`config.mk`:
```
export PLATFORM = sky130hd
export DESIGN_NAME = frame_ctrl_fsm
export DESIGN_NICKNAME = d
export VERILOG_FILES = /design/src/hdl/fsa_pkg.sv /design/src/hdl/frame_ctrl_fsm.sv
export VERILOG_INCLUDE_DIRS = /design/src /design/src/hdl
export SDC_FILE = /design/constraint.sdc
export NUM_CORES = 1
export LEC_CHECK = 0
export BUFFER_PORTS_ARGS = -buffer_cell sky130_fd_sc_hd__buf_2
export CAP_MARGIN = 20
export CORE_ASPECT_RATIO = 0.75
export CORE_MARGIN = 10
export CORE_UTILIZATION = 44
export DETAILED_ROUTE_END_ITERATION = 8
export HOLD_SLACK_MARGIN = 0.06
export PLACE_DENSITY = 0.87
export SLEW_MARGIN = 20
export SYNTH_ARGS = -nofsm -noshare
export SYNTH_HDL_FRONTEND = slang
export SYNTH_SLANG_ARGS = --single-unit
```
`constraint.sdc`:
```
create_clock -name clk -period 2.29 [get_ports clk]
set_input_delay 0 -clock clk [delete_from_list [all_inputs] [get_ports clk]]
set_output_delay 0 -clock clk [all_outputs]
set_load 0.1 [all_outputs]
```
`src/hdl/fsa_params.svh`:
```
`ifndef FSA_PARAMS_SVH
`define FSA_PARAMS_SVH

// image geometry widths
`define FSA_IMG_WW 12
`define FSA_IMG_HW 12

// pixel widths, one gray channel in and rgb out
`define FSA_CH_W 8
`define FSA_OUT_W 24

// 8 entry output fifo
`define FSA_FIFO_AW 3

// free slots needed to accept, 5 in flight plus one
`define FSA_FIFO_AF 6

// green overlay
`define FSA_OVERLAY_COLOR 24'h00ff00

`endif

```
`src/hdl/fsa_pkg.sv`:
```
`include "fsa_params.svh"

package fsa_pkg;

	typedef struct packed {
		logic [`FSA_CH_W-1:0] data;
		logic                 user;
		logic                 last;
	} pix_beat_t;

	typedef struct packed {
		logic [`FSA_IMG_WW-1:0] x;
		logic [`FSA_IMG_HW-1:0] y;
	} pix_pos_t;

	typedef struct packed {
		logic [`FSA_IMG_HW-1:0] top;
		logic [`FSA_IMG_HW-1:0] bot;
	} col_bound_t;

	// one side of the outline
	typedef struct packed {
		logic                   valid;
		logic [`FSA_IMG_WW-1:0] edge_x;
		logic                   corner_valid;
		logic [`FSA_IMG_WW-1:0] top_x;
		logic [`FSA_IMG_HW-1:0] top_y;
		logic [`FSA_IMG_WW-1:0] bot_x;
		logic [`FSA_IMG_HW-1:0] bot_y;
	} side_geom_t;

	typedef struct packed {
		side_geom_t left;
		side_geom_t right;
	} corner_geom_t;

	typedef struct packed {
		logic [`FSA_OUT_W-1:0] data;
		logic                  user;
		logic                  last;
	} out_word_t;

	typedef enum logic [1:0] {
		F_IDLE,
		F_ARMED,
		F_ACTIVE
	} frame_state_t;

endpackage

```
`src/hdl/frame_ctrl_fsm.sv`:
```
`timescale 1ns/1ns
`include "fsa_params.svh"

module frame_ctrl_fsm
	import fsa_pkg::*;
(
	input  logic                   clk,
	input  logic                   resetn,
	input  logic                   fsync,
	input  logic                   en_overlay,
	input  corner_geom_t           geom_in,
	input  logic [`FSA_IMG_HW-1:0] height,
	input  logic                   accept,
	input  pix_beat_t              beat,
	input  pix_pos_t               pos,
	output corner_geom_t           geom,
	output logic                   frame_overlay
);

	frame_state_t state;
	frame_state_t state_nxt;
	logic         en_q;
	logic         last_row;

	assign last_row = (pos.y == height - `FSA_IMG_HW'd1);

	always_comb begin
		state_nxt = state;
		case (state)
			F_ARMED: begin
				if (accept && beat.user) begin
					state_nxt = F_ACTIVE;
				end
			end
			F_ACTIVE: begin
				if (accept && beat.last && last_row) begin
					state_nxt = F_IDLE;
				end
			end
			default: begin
				state_nxt = state;
			end
		endcase
		// fsync restarts from any state
		if (fsync) begin
			state_nxt = F_ARMED;
		end
	end

	always_ff @(posedge clk) begin
		if (!resetn) begin
			state <= F_IDLE;
			en_q  <= 1'b0;
			geom  <= '0;
		end else begin
			state <= state_nxt;
			if (fsync) begin
				en_q <= en_overlay;
				geom <= geom_in;
			end
		end
	end

	// no overlay between frames
	assign frame_overlay = en_q && (state != F_IDLE);

endmodule

```
==> results of run 1 <==
## how the worst min path moves through the flow
stage | startpoint | end | slack (ps)
after floorplan | en_overlay | en_q$_SDFFE_PN0P_ | 170
after global placement | geom_in[67] | geom[67]$_SDFFE_PN0P_ | 250
after detailed placement | geom_in[45] | geom[45]$_SDFFE_PN0P_ | 260
after CTS | resetn | geom[123]$_SDFFE_PN0P_ | 60
after global routing | resetn | geom[94]$_SDFFE_PN0P_ | 80
final | resetn | geom[122]$_SDFFE_PN0P_ | 80
## stage by stage
stage / power [W] / setup slack (ps)
after CTS: 0.00710 / 341
final: 0.00710 / 283
after detailed placement: 0.00409 / 453
after global routing: 0.00734 / 221
after floorplan: 0.00374 / 551
after global placement: 0.00407 / 506
## cell usage in the layout, fill, tap and decap left out, types with 2 or more instances in the layout
master,n
clkbuf_16,17
mux2i_1,126
nor4_1,3
nand3_1,2
dlygate4sd3_1,129
xor2_1,7
nor2b_1,126
bufinv_16,3
buf_4,3
inv_6,4
buf_2,278
nor3_1,5
clkinvlp_4,3
o31a_1,2
clkinv_4,2
a31oi_1,7
xnor2_1,6
a311oi_1,2
nand2_1,6
inv_1,2
buf_12,3
clkbuf_8,2
a21oi_1,4
o21ai_0,2
nor2_1,7
dfxtp_1,127
## worst reg2reg max path, cell delays in order, from the launching register on
cell and delay [ps]:
dfxtp_1 350, nor4_1 290, o211ai_1 150, o31a_1 270
dlygate4sd3_1 560
## power by group
group,switching [W],internal [W]
registers,0.0000732,0.00234
logic,0.00132,0.000530
clock network,0.00104,0.00180
total,0.00244,0.00467
## synthesized netlist by cell type, types with 2 or more instances
| master | instances | area [µm²] |
|---|---|---|
| a21oi_1 | 4 | 20.0 |
| o21ai_0 | 2 | 10.0 |
| nor2_1 | 7 | 26.3 |
| a311oi_1 | 2 | 17.5 |
| xor2_1 | 7 | 61.3 |
| nand3_1 | 2 | 10.0 |
| buf_2 | 4 | 20.0 |
| o31a_1 | 2 | 17.5 |
| a31oi_1 | 7 | 43.8 |
| mux2i_1 | 126 | 1260 |
| xnor2_1 | 6 | 52.6 |
| nor2b_1 | 126 | 788 |
| buf_6 | 2 | 22.5 |
| nand2_1 | 6 | 22.5 |
| dfxtp_1 | 127 | 2540 |
| clkbuf_1 | 23 | 86.3 |
| nor4_1 | 3 | 18.8 |
| nor3_1 | 5 | 25.0 |
| inv_1 | 2 | 7.51 |
## logic make-up after synthesis
family	share of synthesized area (%)
flip-flops	48.7
buffers and inverters	2.68
multiplexers	24.2
AND/OR/NAND/NOR	18.8
XOR/XNOR	2.18
AO/OA/AOI/OAI	3.28
adder cells (fa/ha/maj)	0.240
## flip-flops by register name, summed over array words and instances (netlist names)
name   flops
state      2
en_q       1
geom     124
## routing by layer
metal | part of all wire [%] | routed length, µm
met1 | 39 | 7510
met2 | 51 | 9950
met3 | 8.0 | 1560
met4 | 2.0 | 390
met5 | 0 | 0
## cell type report
cell class | count | area (µm²)
fill | 736 | 2920
clock inverter | 13 | 176
sequential | 127 | 2540
timing repair buffer | 414 | 2780
tap | 162 | 203
multi-input combinational | 323 | 2540
inverter | 2 | 7.51
clock buffer | 19 | 453
==> impl_metrics.json, run 1 <==
{
  "outcome": "complete, no violations",
  "cp.required_ps": 2570,
  "peakVddDrop_uv": 475,
  "final_area_um2": 8700,
  "die_area_um2": 16700,
  "leakage_nw": 4.29,
  "drt-total-wl_um": 19400,
  "path_cells": "buf_2 -> inv_1 -> ha_1 -> or4b_4 -> nor3_2 -> a21oi_1 -> a211oi_2 -> a311oi_1 -> o31a_1 -> dlygate4sd3_1",
  "cp_max_fo": 4,
  "cp-startpoint": "height[0]",
  "insertedDiodeCount": 0,
  "first_iter_violations": 212,
  "finish.utilization_pct": 74.9,
  "ys_seq_area_share_pct": 48.7,
  "cts_buffers": 17,
  "cap_violations": 0,
  "slowest_delay_ps": 550,
  "fp.dieW_um": 146,
  "antenna_found_initial": 0,
  "cts.hold.buffers_added": 129,
  "clockRootBuffer": "clkbuf_16",
  "r2r_start": "state[0]$_SDFFE_PN0P_",
  "slew_headroom_pct": 64.5,
  "start_util_pct": 45.0,
  "synthesis.nets": 658,
  "synth_edf_count": 0,
  "grt_use_total_pct": 22.6,
  "viasPerCell": 4.78,
  "synthCells": 482,
  "yosys_warnings": 0,
  "syn_area_per_cell_um2": 10.8,
  "insertion_delay_ps": 400,
  "synth.distinct_cells": 38,
  "postCtsSetupRepairBufs": 0,
  "ios": 300,
  "path_buf_inv": 3,
  "wl_per_cell_um": 18.3,
  "gr-usage-met2_pct": 41.0,
  "num_rows": 34,
  "syn2layout_area_growth_pct": 66.6,
  "cts_buffer_depth": 2,
  "drive_above_1_share_pct": 35.9,
  "num_vias": 5066,
  "place_inst": 899,
  "fin_tns_setup_ps": 0,
  "grt_pass1_vias": 5522,
  "nNetsFinal": 1061,
  "r2r_cells": 4,
  "portBuffers": 279,
  "rrSetupSlack_ps": 570,
  "dp_hpwl_um": 11600,
  "gr-usage-met1_pct": 24.3,
  "crit_family": "buffers and inverters",
  "fin_cells": 1060,
  "numClockSinks": 127,
  "async_reset_ff_share_pct": 0,
  "drt_pass1_iterations": 4,
  "drv_slew": 0,
  "start_kind": "input port",
  "cts_tree": "built",
  "worstHoldPathType": "input port to register",
  "hold-path-cell-count": 2,
  "finClkSkew_ps": 0.0601,
  "ys_seq_elements": 127,
  "grt-ovfl-total": 0,
  "rsz0062_at_grt": "no",
  "grt.met3_usage_pct": 7.58,
  "timing.fmax_mhz": 498,
  "busiest_layer": "met2",
  "post_dp_cell_area_um2": 6780,
  "ant_nets": 0,
  "endpoint_kind": "register",
  "final_hold_viol_count": 0,
  "hold_ws_ps": 78.7,
  "min_period_ps": 2010,
  "globalplace.congestion": 0.859,
  "grt_start_max_net_pins": 77,
  "critical_path.endpoint": "state[1]$_SDFFE_PP0P_",
  "arrival_ps": 2290,
  "core_um2": 11600,
  "die_h_um": 114,
  "grt_pass1_wl_um": 30400,
  "synth_ff_type": "dfxtp_1",
  "cts_resized": 0,
  "crit_type": "input port to register",
  "worst_slew_pin_slew_ps": 536,
  "cts-htree-levels": 4,
  "finalCritPeriodShare_pct": 87.7,
  "worstSetupPathDepth": 10,
  "path_clk_slew_ps": 60,
  "netlist_area_um2": 5220,
  "worstReg2RegEnd": "state[1]$_SDFFE_PP0P_",
  "power_density_nw_per_um2": 817,
  "worst_path_max_delay_cell": "dlygate4sd3_1",
  "drc_errors": 0,
  "setup_violations": 0
}
Power figures use the tool's default switching activity.
==> run 2: changes to the inputs <==
--- a/config.mk
+++ b/config.mk
@@ -6,12 +6,15 @@
 export SDC_FILE = /design/constraint.sdc
 export NUM_CORES = 1
 export LEC_CHECK = 0
+export ABC_AREA = 1
 export BUFFER_PORTS_ARGS = -buffer_cell sky130_fd_sc_hd__buf_2
 export CAP_MARGIN = 20
 export CORE_ASPECT_RATIO = 0.75
 export CORE_MARGIN = 10
-export CORE_UTILIZATION = 44
+export CORE_UTILIZATION = 43
+export CTS_BUF_LIST = sky130_fd_sc_hd__clkbuf_4 sky130_fd_sc_hd__clkbuf_8 sky130_fd_sc_hd__clkbuf_16
 export DETAILED_ROUTE_END_ITERATION = 8
+export GPL_ROUTABILITY_DRIVEN = 0
 export HOLD_SLACK_MARGIN = 0.06
 export PLACE_DENSITY = 0.87
 export SLEW_MARGIN = 20
==> run 2 against run 1 <==
Compared with the run above:
- cell count up 15%
- first-iteration DRC count up 140%
- worst setup slack worse by 130 ps
- sequential power about the same
- hold slack better by 56 ps
- sequential share of layout area up 1.6 points
- non-clock buffer count up 1
- clock power down 7.7%
- die area down 3.3%
- register-to-register slack worse by 420 ps
- combinational power up 8%
- cell area down 5.2%
- critical path type is now register to register
- largest cell class unchanged
- highest routed layer unchanged
==> impl_metrics.json, run 2 <==
{
  "outcome": "complete, no violations",
  "rrSetupSlack_ps": 150,
  "insertion_delay_ps": 400,
  "p_sw_w": 0.00258,
  "drive_above_1_share_pct": 30.1,
  "synth_edf_count": 0,
  "fin_tns_setup_ps": 0,
  "num_vias": 6191,
  "wl_per_cell_um": 17.9,
  "peakVddDrop_uv": 610,
  "cp_max_fo": 3,
  "grt_start_max_net_pins": 126,
  "syn2layout_area_growth_pct": 68.2,
  "synthCells": 672,
  "finish.utilization_pct": 74.8,
  "worstSetupPathDepth": 9,
  "layout_commonest_cell": "buf_2",
  "p_int_w": 0.00448,
  "portBuffers": 279,
  "path_cells": "inv_1 -> and3_1 -> nand3_1 -> nor2_1 -> nand3_1 -> nor2_1 -> dlygate4sd3_1 -> a21oi_2 -> dlygate4sd3_1",
  "ys_seq_area_share_pct": 51.9,
  "combPwrFrac_pct": 28.2,
  "p_sw_share_pct": 36.5,
  "min_delay_worst_endpoint": "geom[48]$_SDFFE_PN0P_",
  "drc_errors": 0,
  "cp.required_ps": 2580,
  "yosysMostFrequentCell": "nor2_1",
  "worstHoldPathType": "input port to register",
  "crit_type": "register to register",
  "finClkSkew_ps": 4.16,
  "worst_path_max_delay_cell": "dlygate4sd3_1",
  "ys_top_cells_by_area": "dfxtp_1 (52%), nor2_1 (20%), o21ai_0 (13%), nand2_1 (4.1%), inv_1 (2.1%)",
  "setup_violations": 0,
  "synthesis.nets": 848,
  "die_h_um": 112,
  "rsz0062_at_grt": "no",
  "worst_slew_pin_slew_ps": 783,
  "arrival_ps": 2430,
  "synth.top_cell.area_share_pct": 51.9,
  "min_from": "fsync",
  "cap_violations": 0,
  "endpoint_kind": "register",
  "p_clk_share_pct": 37.1,
  "path_buf_inv": 3,
  "cts-htree-levels": 4,
  "reg_top3": "geom x124, state x2, en_q x1",
  "nNetsFinal": 1241,
  "synth_top_cell_by_area": "dfxtp_1",
  "hold-path-cell-count": 4,
  "power_density_nw_per_um2": 857,
  "grt_use_total_pct": 26.0,
  "synth.distinct_cells": 26,
  "slowest_delay_ps": 570,
  "die_area_um2": 16100,
  "final_cell_mix": "buf_2 (279), nor2_1 (262), dlygate4sd3_1 (130), o21ai_0 (127), dfxtp_1 (127)",
  "numClockSinks": 127,
  "ant_nets": 0,
  "drt_pass1_iterations": 6,
  "synth_ff_type": "dfxtp_1",
  "dp_hpwl_um": 12000,
  "grt-ovfl-total": 0,
  "start_util_pct": 44.5,
  "worstReg2RegEnd": "state[1]$_SDFFE_PP0P_",
  "antenna_found_initial": 4,
  "num_rows": 33,
  "yosys_warnings": 0,
  "cts_buffer_depth": 2,
  "timing.fmax_mhz": 468,
  "path_clk_slew_ps": 60,
  "grt_pass1_wl_um": 33500,
  "cts_resized": 0,
  "grt_pass1_vias": 6308,
  "async_reset_ff_share_pct": 0,
  "start_kind": "register",
  "netlist_area_um2": 4900,
  "min_period_ps": 2140,
  "first_iter_violations": 515,
  "ios": 300,
  "syn_area_per_cell_um2": 7.29,
  "seqPwrFrac_pct": 34.7,
  "r2r_start": "state[0]$_SDFFE_PN0P_",
  "core_um2": 11000,
  "clockRootBuffer": "clkbuf_16",
  "largest-register": "geom",
  "fill_cells": 747,
  "crit_family": "buffers and inverters",
  "cts_buffers": 17,
  "fp.dieW_um": 143,
  "synth_commonest_cells": "nor2_1 (262), dfxtp_1 (127), o21ai_0 (127)",
  "viasPerCell": 5.07,
  "largest_reg_flops": 124,
  "final_hold_viol_count": 0,
  "drv_slew": 0,
  "cts_tree": "built",
  "ys_seq_elements": 127,
  "finalCritPeriodShare_pct": 93.3,
  "slew_headroom_pct": 47.8,
  "drt-total-wl_um": 21900,
  "leakage_nw": 4.22,
  "r2r_cells": 9
}
==> run 2: final cells by class <==
class,count,area [µm²],area share (%)
Clock buffer,21,462,5.60
Sequential cell,127,2540,30.8
Clock inverter,11,116,1.41
Inverter,31,119,1.44
Antenna cell,4,10.0,0.121
Multi-Input combinational cell,473,2040,24.7
Tap cell,140,175,2.13
Timing Repair Buffer,415,2780,33.7
==> run 2: worst max path at each step <==
stage / startpoint / endpoint / slack, ps
2_1_floorplan: geom[77]$_SDFFE_PN0P_ / geom[77]$_SDFFE_PN0P_ / 1000
4_1_cts: state[0]$_SDFFE_PN0P_ / state[1]$_SDFFE_PP0P_ / 150
3_5_place_dp: height[0] / state[1]$_SDFFE_PP0P_ / 910
5_1_grt: state[0]$_SDFFE_PN0P_ / state[1]$_SDFFE_PP0P_ / 10
6_report: state[0]$_SDFFE_PN0P_ / state[1]$_SDFFE_PP0P_ / 150
3_3_place_gp: height[0] / state[1]$_SDFFE_PP0P_ / 930
==> run 2: stage by stage <==
| stage | total power (W) | hold WS [ps] | setup WS (ps) | instance area, µm² | std cells |
|---|---|---|---|---|---|
| 2_1_floorplan | 0.00387 | 135 | 1000 | 4900 | 672 |
| 3_3_place_gp | 0.00422 | 220 | 932 | 6350 | 1056 |
| 3_5_place_dp | 0.00425 | 225 | 911 | 6350 | 1056 |
| 4_1_cts | 0.00703 | 124 | 148 | 8230 | 1218 |
| 5_1_grt | 0.00729 | 166 | 13.7 | 8240 | 1222 |
| 6_report | 0.00706 | 134 | 153 | 8240 | 1222 |
==> run 2: per-layer routing <==
| metal | global-route usage, % | vias up | wire length, µm |
|---|---|---|---|
| met1 | 27.6 | 2799 | 7800 |
| met2 | 44.1 | 413 | 10500 |
| li1 | - | 2911 | - |
| met4 | 12.8 | 0 | 873 |
| met5 | 0 | - | 0 |
| met3 | 10.3 | 68 | 2680 |
==> run 2: what timing repair did <==
| item | CTS | global route |
|---|---|---|
| setup buffers | 0 | 0 |
| endpoints found under the hold margin | 127 | 0 |
| setup endpoints to repair | 0 | 0 |
| hold buffers | 130 | 0 |
==> run 2: cell families (layout without fill, tap and decap cells) <==
| logic type | Yosys count | after routing | synth area share [%] |
|---|---|---|---|
| simple gates | 335 | 335 | 26.8 |
| fa+ha+maj | 1 | 1 | 0.255 |
| xor+xnor | 5 | 5 | 0.894 |
| compound gates | 132 | 132 | 13.7 |
| buf+inv | 72 | 478 | 6.56 |
| other cells | 0 | 4 | 0 |
| flops | 127 | 127 | 51.9 |
==> run 2: power by group through the flow <==
stage | combinational [W] | clock (W) | sequential [W]
floorplan | 0.000310 | 0 | 0.00356
CTS | 0.00195 | 0.00265 | 0.00243
detailed placement | 0.00177 | 0 | 0.00248
finish | 0.00199 | 0.00262 | 0.00245
global placement | 0.00175 | 0 | 0.00247
global route | 0.00208 | 0.00274 | 0.00246
==> run 2: worst min-delay path, cell delays in order <==
cell	delay [ps]
buf_2	130
inv_4	160
nor2_1	130
nor2_1	50
==> run 3: changes to the inputs <==
--- a/config.mk
+++ b/config.mk
@@ -16,6 +16,7 @@
 export DETAILED_ROUTE_END_ITERATION = 8
 export GPL_ROUTABILITY_DRIVEN = 0
 export HOLD_SLACK_MARGIN = 0.06
+export MAX_ROUTING_LAYER = met4
 export PLACE_DENSITY = 0.87
 export SLEW_MARGIN = 20
 export SYNTH_ARGS = -nofsm -noshare
==> run 3 against run 2 <==
Compared with the run above:
- via count fell by 0.84%
- register-to-register slack barely moved
- die area did not move
- critical path depth did not move
- fmax fell by 0.51%
- core utilization did not move
- power barely moved
- critical path type unchanged
- combinational power barely moved
- cell area did not move
- sequential share of layout area did not move
- wire length rose by 0.11%
- largest power group unchanged
- hold slack improved by 5.2 ps
==> impl_metrics.json, run 3 (synthesis results as in run 2) <==
{
  "final_cell_mix": "buf_2 (279), nor2_1 (262), dlygate4sd3_1 (130), o21ai_0 (127), dfxtp_1 (127)",
  "power_density_nw_per_um2": 858,
  "portBuffers": 279,
  "die_h_um": 112,
  "start_kind": "register",
  "finClkSkew_ps": 3.60,
  "leakage_nw": 4.22,
  "largest_reg_flops": 124,
  "layout_commonest_cell": "buf_2",
  "dp_hpwl_um": 12000,
  "p_total_w": 0.00707,
  "place_inst": 1056,
  "wl_per_cell_um": 17.9,
  "p_int_w": 0.00448,
  "seqPwrFrac_pct": 34.7,
  "path_clk_slew_ps": 60,
  "hold_ws_ps": 140,
  "finish.utilization_pct": 74.8,
  "fin_tns_setup_ps": 0,
  "cts_buffer_depth": 2,
  "grt_start_max_net_pins": 126,
  "outcome": "complete, no violations",
  "worstReg2RegEnd": "state[1]$_SDFFE_PP0P_",
  "p_clk_share_pct": 37.1,
  "arrival_ps": 2440,
  "cts-htree-levels": 4,
  "syn2layout_area_growth_pct": 68.2,
  "finalCritPeriodShare_pct": 93.8,
  "final_hold_viol_count": 0,
  "p_sw_share_pct": 36.6,
  "rrSetupSlack_ps": 140,
  "min_delay_worst_endpoint": "geom[76]$_SDFFE_PN0P_",
  "peakVddDrop_uv": 612,
  "r2r_cells": 9,
  "ant_nets": 0,
  "cp.required_ps": 2580,
  "num_vias": 6139,
  "largest-register": "geom",
  "worstHoldPathType": "input port to register",
  "clockRootBuffer": "clkbuf_16",
  "combPwrFrac_pct": 28.2,
  "setup_violations": 0,
  "start_util_pct": 44.5,
  "die_area_um2": 16100,
  "core_um2": 11000,
  "drv_slew": 0,
  "grt_use_total_pct": 26.8,
  "antenna_found_initial": 4,
  "nNetsFinal": 1241,
  "first_iter_violations": 555,
  "postCtsSetupRepairBufs": 0,
  "numClockSinks": 127,
  "ios": 300,
  "cts_tree": "built",
  "num_rows": 33,
  "slew_headroom_pct": 49.2,
  "fp.dieW_um": 143,
  "grt-ovfl-total": 0,
  "drt_pass1_iterations": 5,
  "rsz0062_at_grt": "no",
  "timing.fmax_mhz": 465,
  "min_from": "fsync",
  "grt_pass1_vias": 6328,
  "min_period_ps": 2150,
  "fin_cells": 1222,
  "hold-path-cell-count": 4,
  "r2r_start": "state[0]$_SDFFE_PN0P_",
  "crit_type": "register to register",
  "drive_above_1_share_pct": 30.1,
  "viasPerCell": 5.02,
  "drt-total-wl_um": 21900,
  "endpoint_kind": "register",
  "worst_slew_pin_slew_ps": 762,
  "reg_top3": "geom x124, state x2, en_q x1",
  "insertion_delay_ps": 400,
  "cts_buffers": 17,
  "cp_max_fo": 3,
  "cap_violations": 0,
  "p_sw_w": 0.00258,
  "drc_errors": 0,
  "grt_pass1_wl_um": 33400
}
run 3: worst max-delay path by stage:
stage	startpoint	slack [ps]	cells past startpoint	to
2_1_floorplan	geom[77]$_SDFFE_PN0P_	1000	2	geom[77]$_SDFFE_PN0P_
3_3_place_gp	height[0]	930	12	state[1]$_SDFFE_PP0P_
3_5_place_dp	height[0]	910	12	state[1]$_SDFFE_PP0P_
4_1_cts	state[0]$_SDFFE_PN0P_	150	9	state[1]$_SDFFE_PP0P_
5_1_grt	state[0]$_SDFFE_PN0P_	10	9	state[1]$_SDFFE_PP0P_
6_report	state[0]$_SDFFE_PN0P_	140	9	state[1]$_SDFFE_PP0P_
run 3: layer usage:
| layer | track usage (%) | up-vias | routed length [µm] |
|---|---|---|---|
| li1 | - | 2908 | - |
| met1 | 28.4 | 2778 | 8070 |
| met2 | 44.2 | 387 | 10600 |
| met3 | 9.01 | 66 | 2400 |
| met4 | 12.6 | 0 | 819 |
| met5 | - | - | 0 |
run 3: power groups by stage:
stage	clock (W)	combinational (W)	sequential, W
6_report	0.00263	0.00199	0.00245
2_1_floorplan	0	0.000310	0.00356
4_1_cts	0.00265	0.00195	0.00243
5_1_grt	0.00274	0.00208	0.00246
3_3_place_gp	0	0.00175	0.00247
3_5_place_dp	0	0.00177	0.00248
run 3: worst max-delay path: stages, from the launching register on:
cell and delay [ps]:
dfxtp_1 320, inv_1 70, and3_1 140, nand3_1 70, nor2_1 120, nand3_1 90
nor2_1 70, dlygate4sd3_1 570, a21oi_2 50, dlygate4sd3_1 550
run 3: layout make-up:
cell class / instances / area (µm²)
well taps: 140 / 175
clock buffers: 21 / 462
clock inverters: 11 / 116
fillers: 747 / 2780
inverters: 31 / 119
diodes: 4 / 10.0
multi-input cells: 473 / 2040
repair buffers: 415 / 2780
flip-flops and latches: 127 / 2540
run 3: metrics by stage:
stage | setup WS, ps | area (µm²)
after global placement | 932 | 6350
after global routing | 13.7 | 8240
after detailed placement | 911 | 6350
after floorplan | 1000 | 4900
final | 142 | 8240
after CTS | 148 | 8230
run 3: timing repair:
item | in CTS | in global routing
gates resized for setup | 0 | 0
setup endpoints to repair | 0 | 0
hold buffers | 130 | 0
endpoints found under the hold margin | 127 | 0
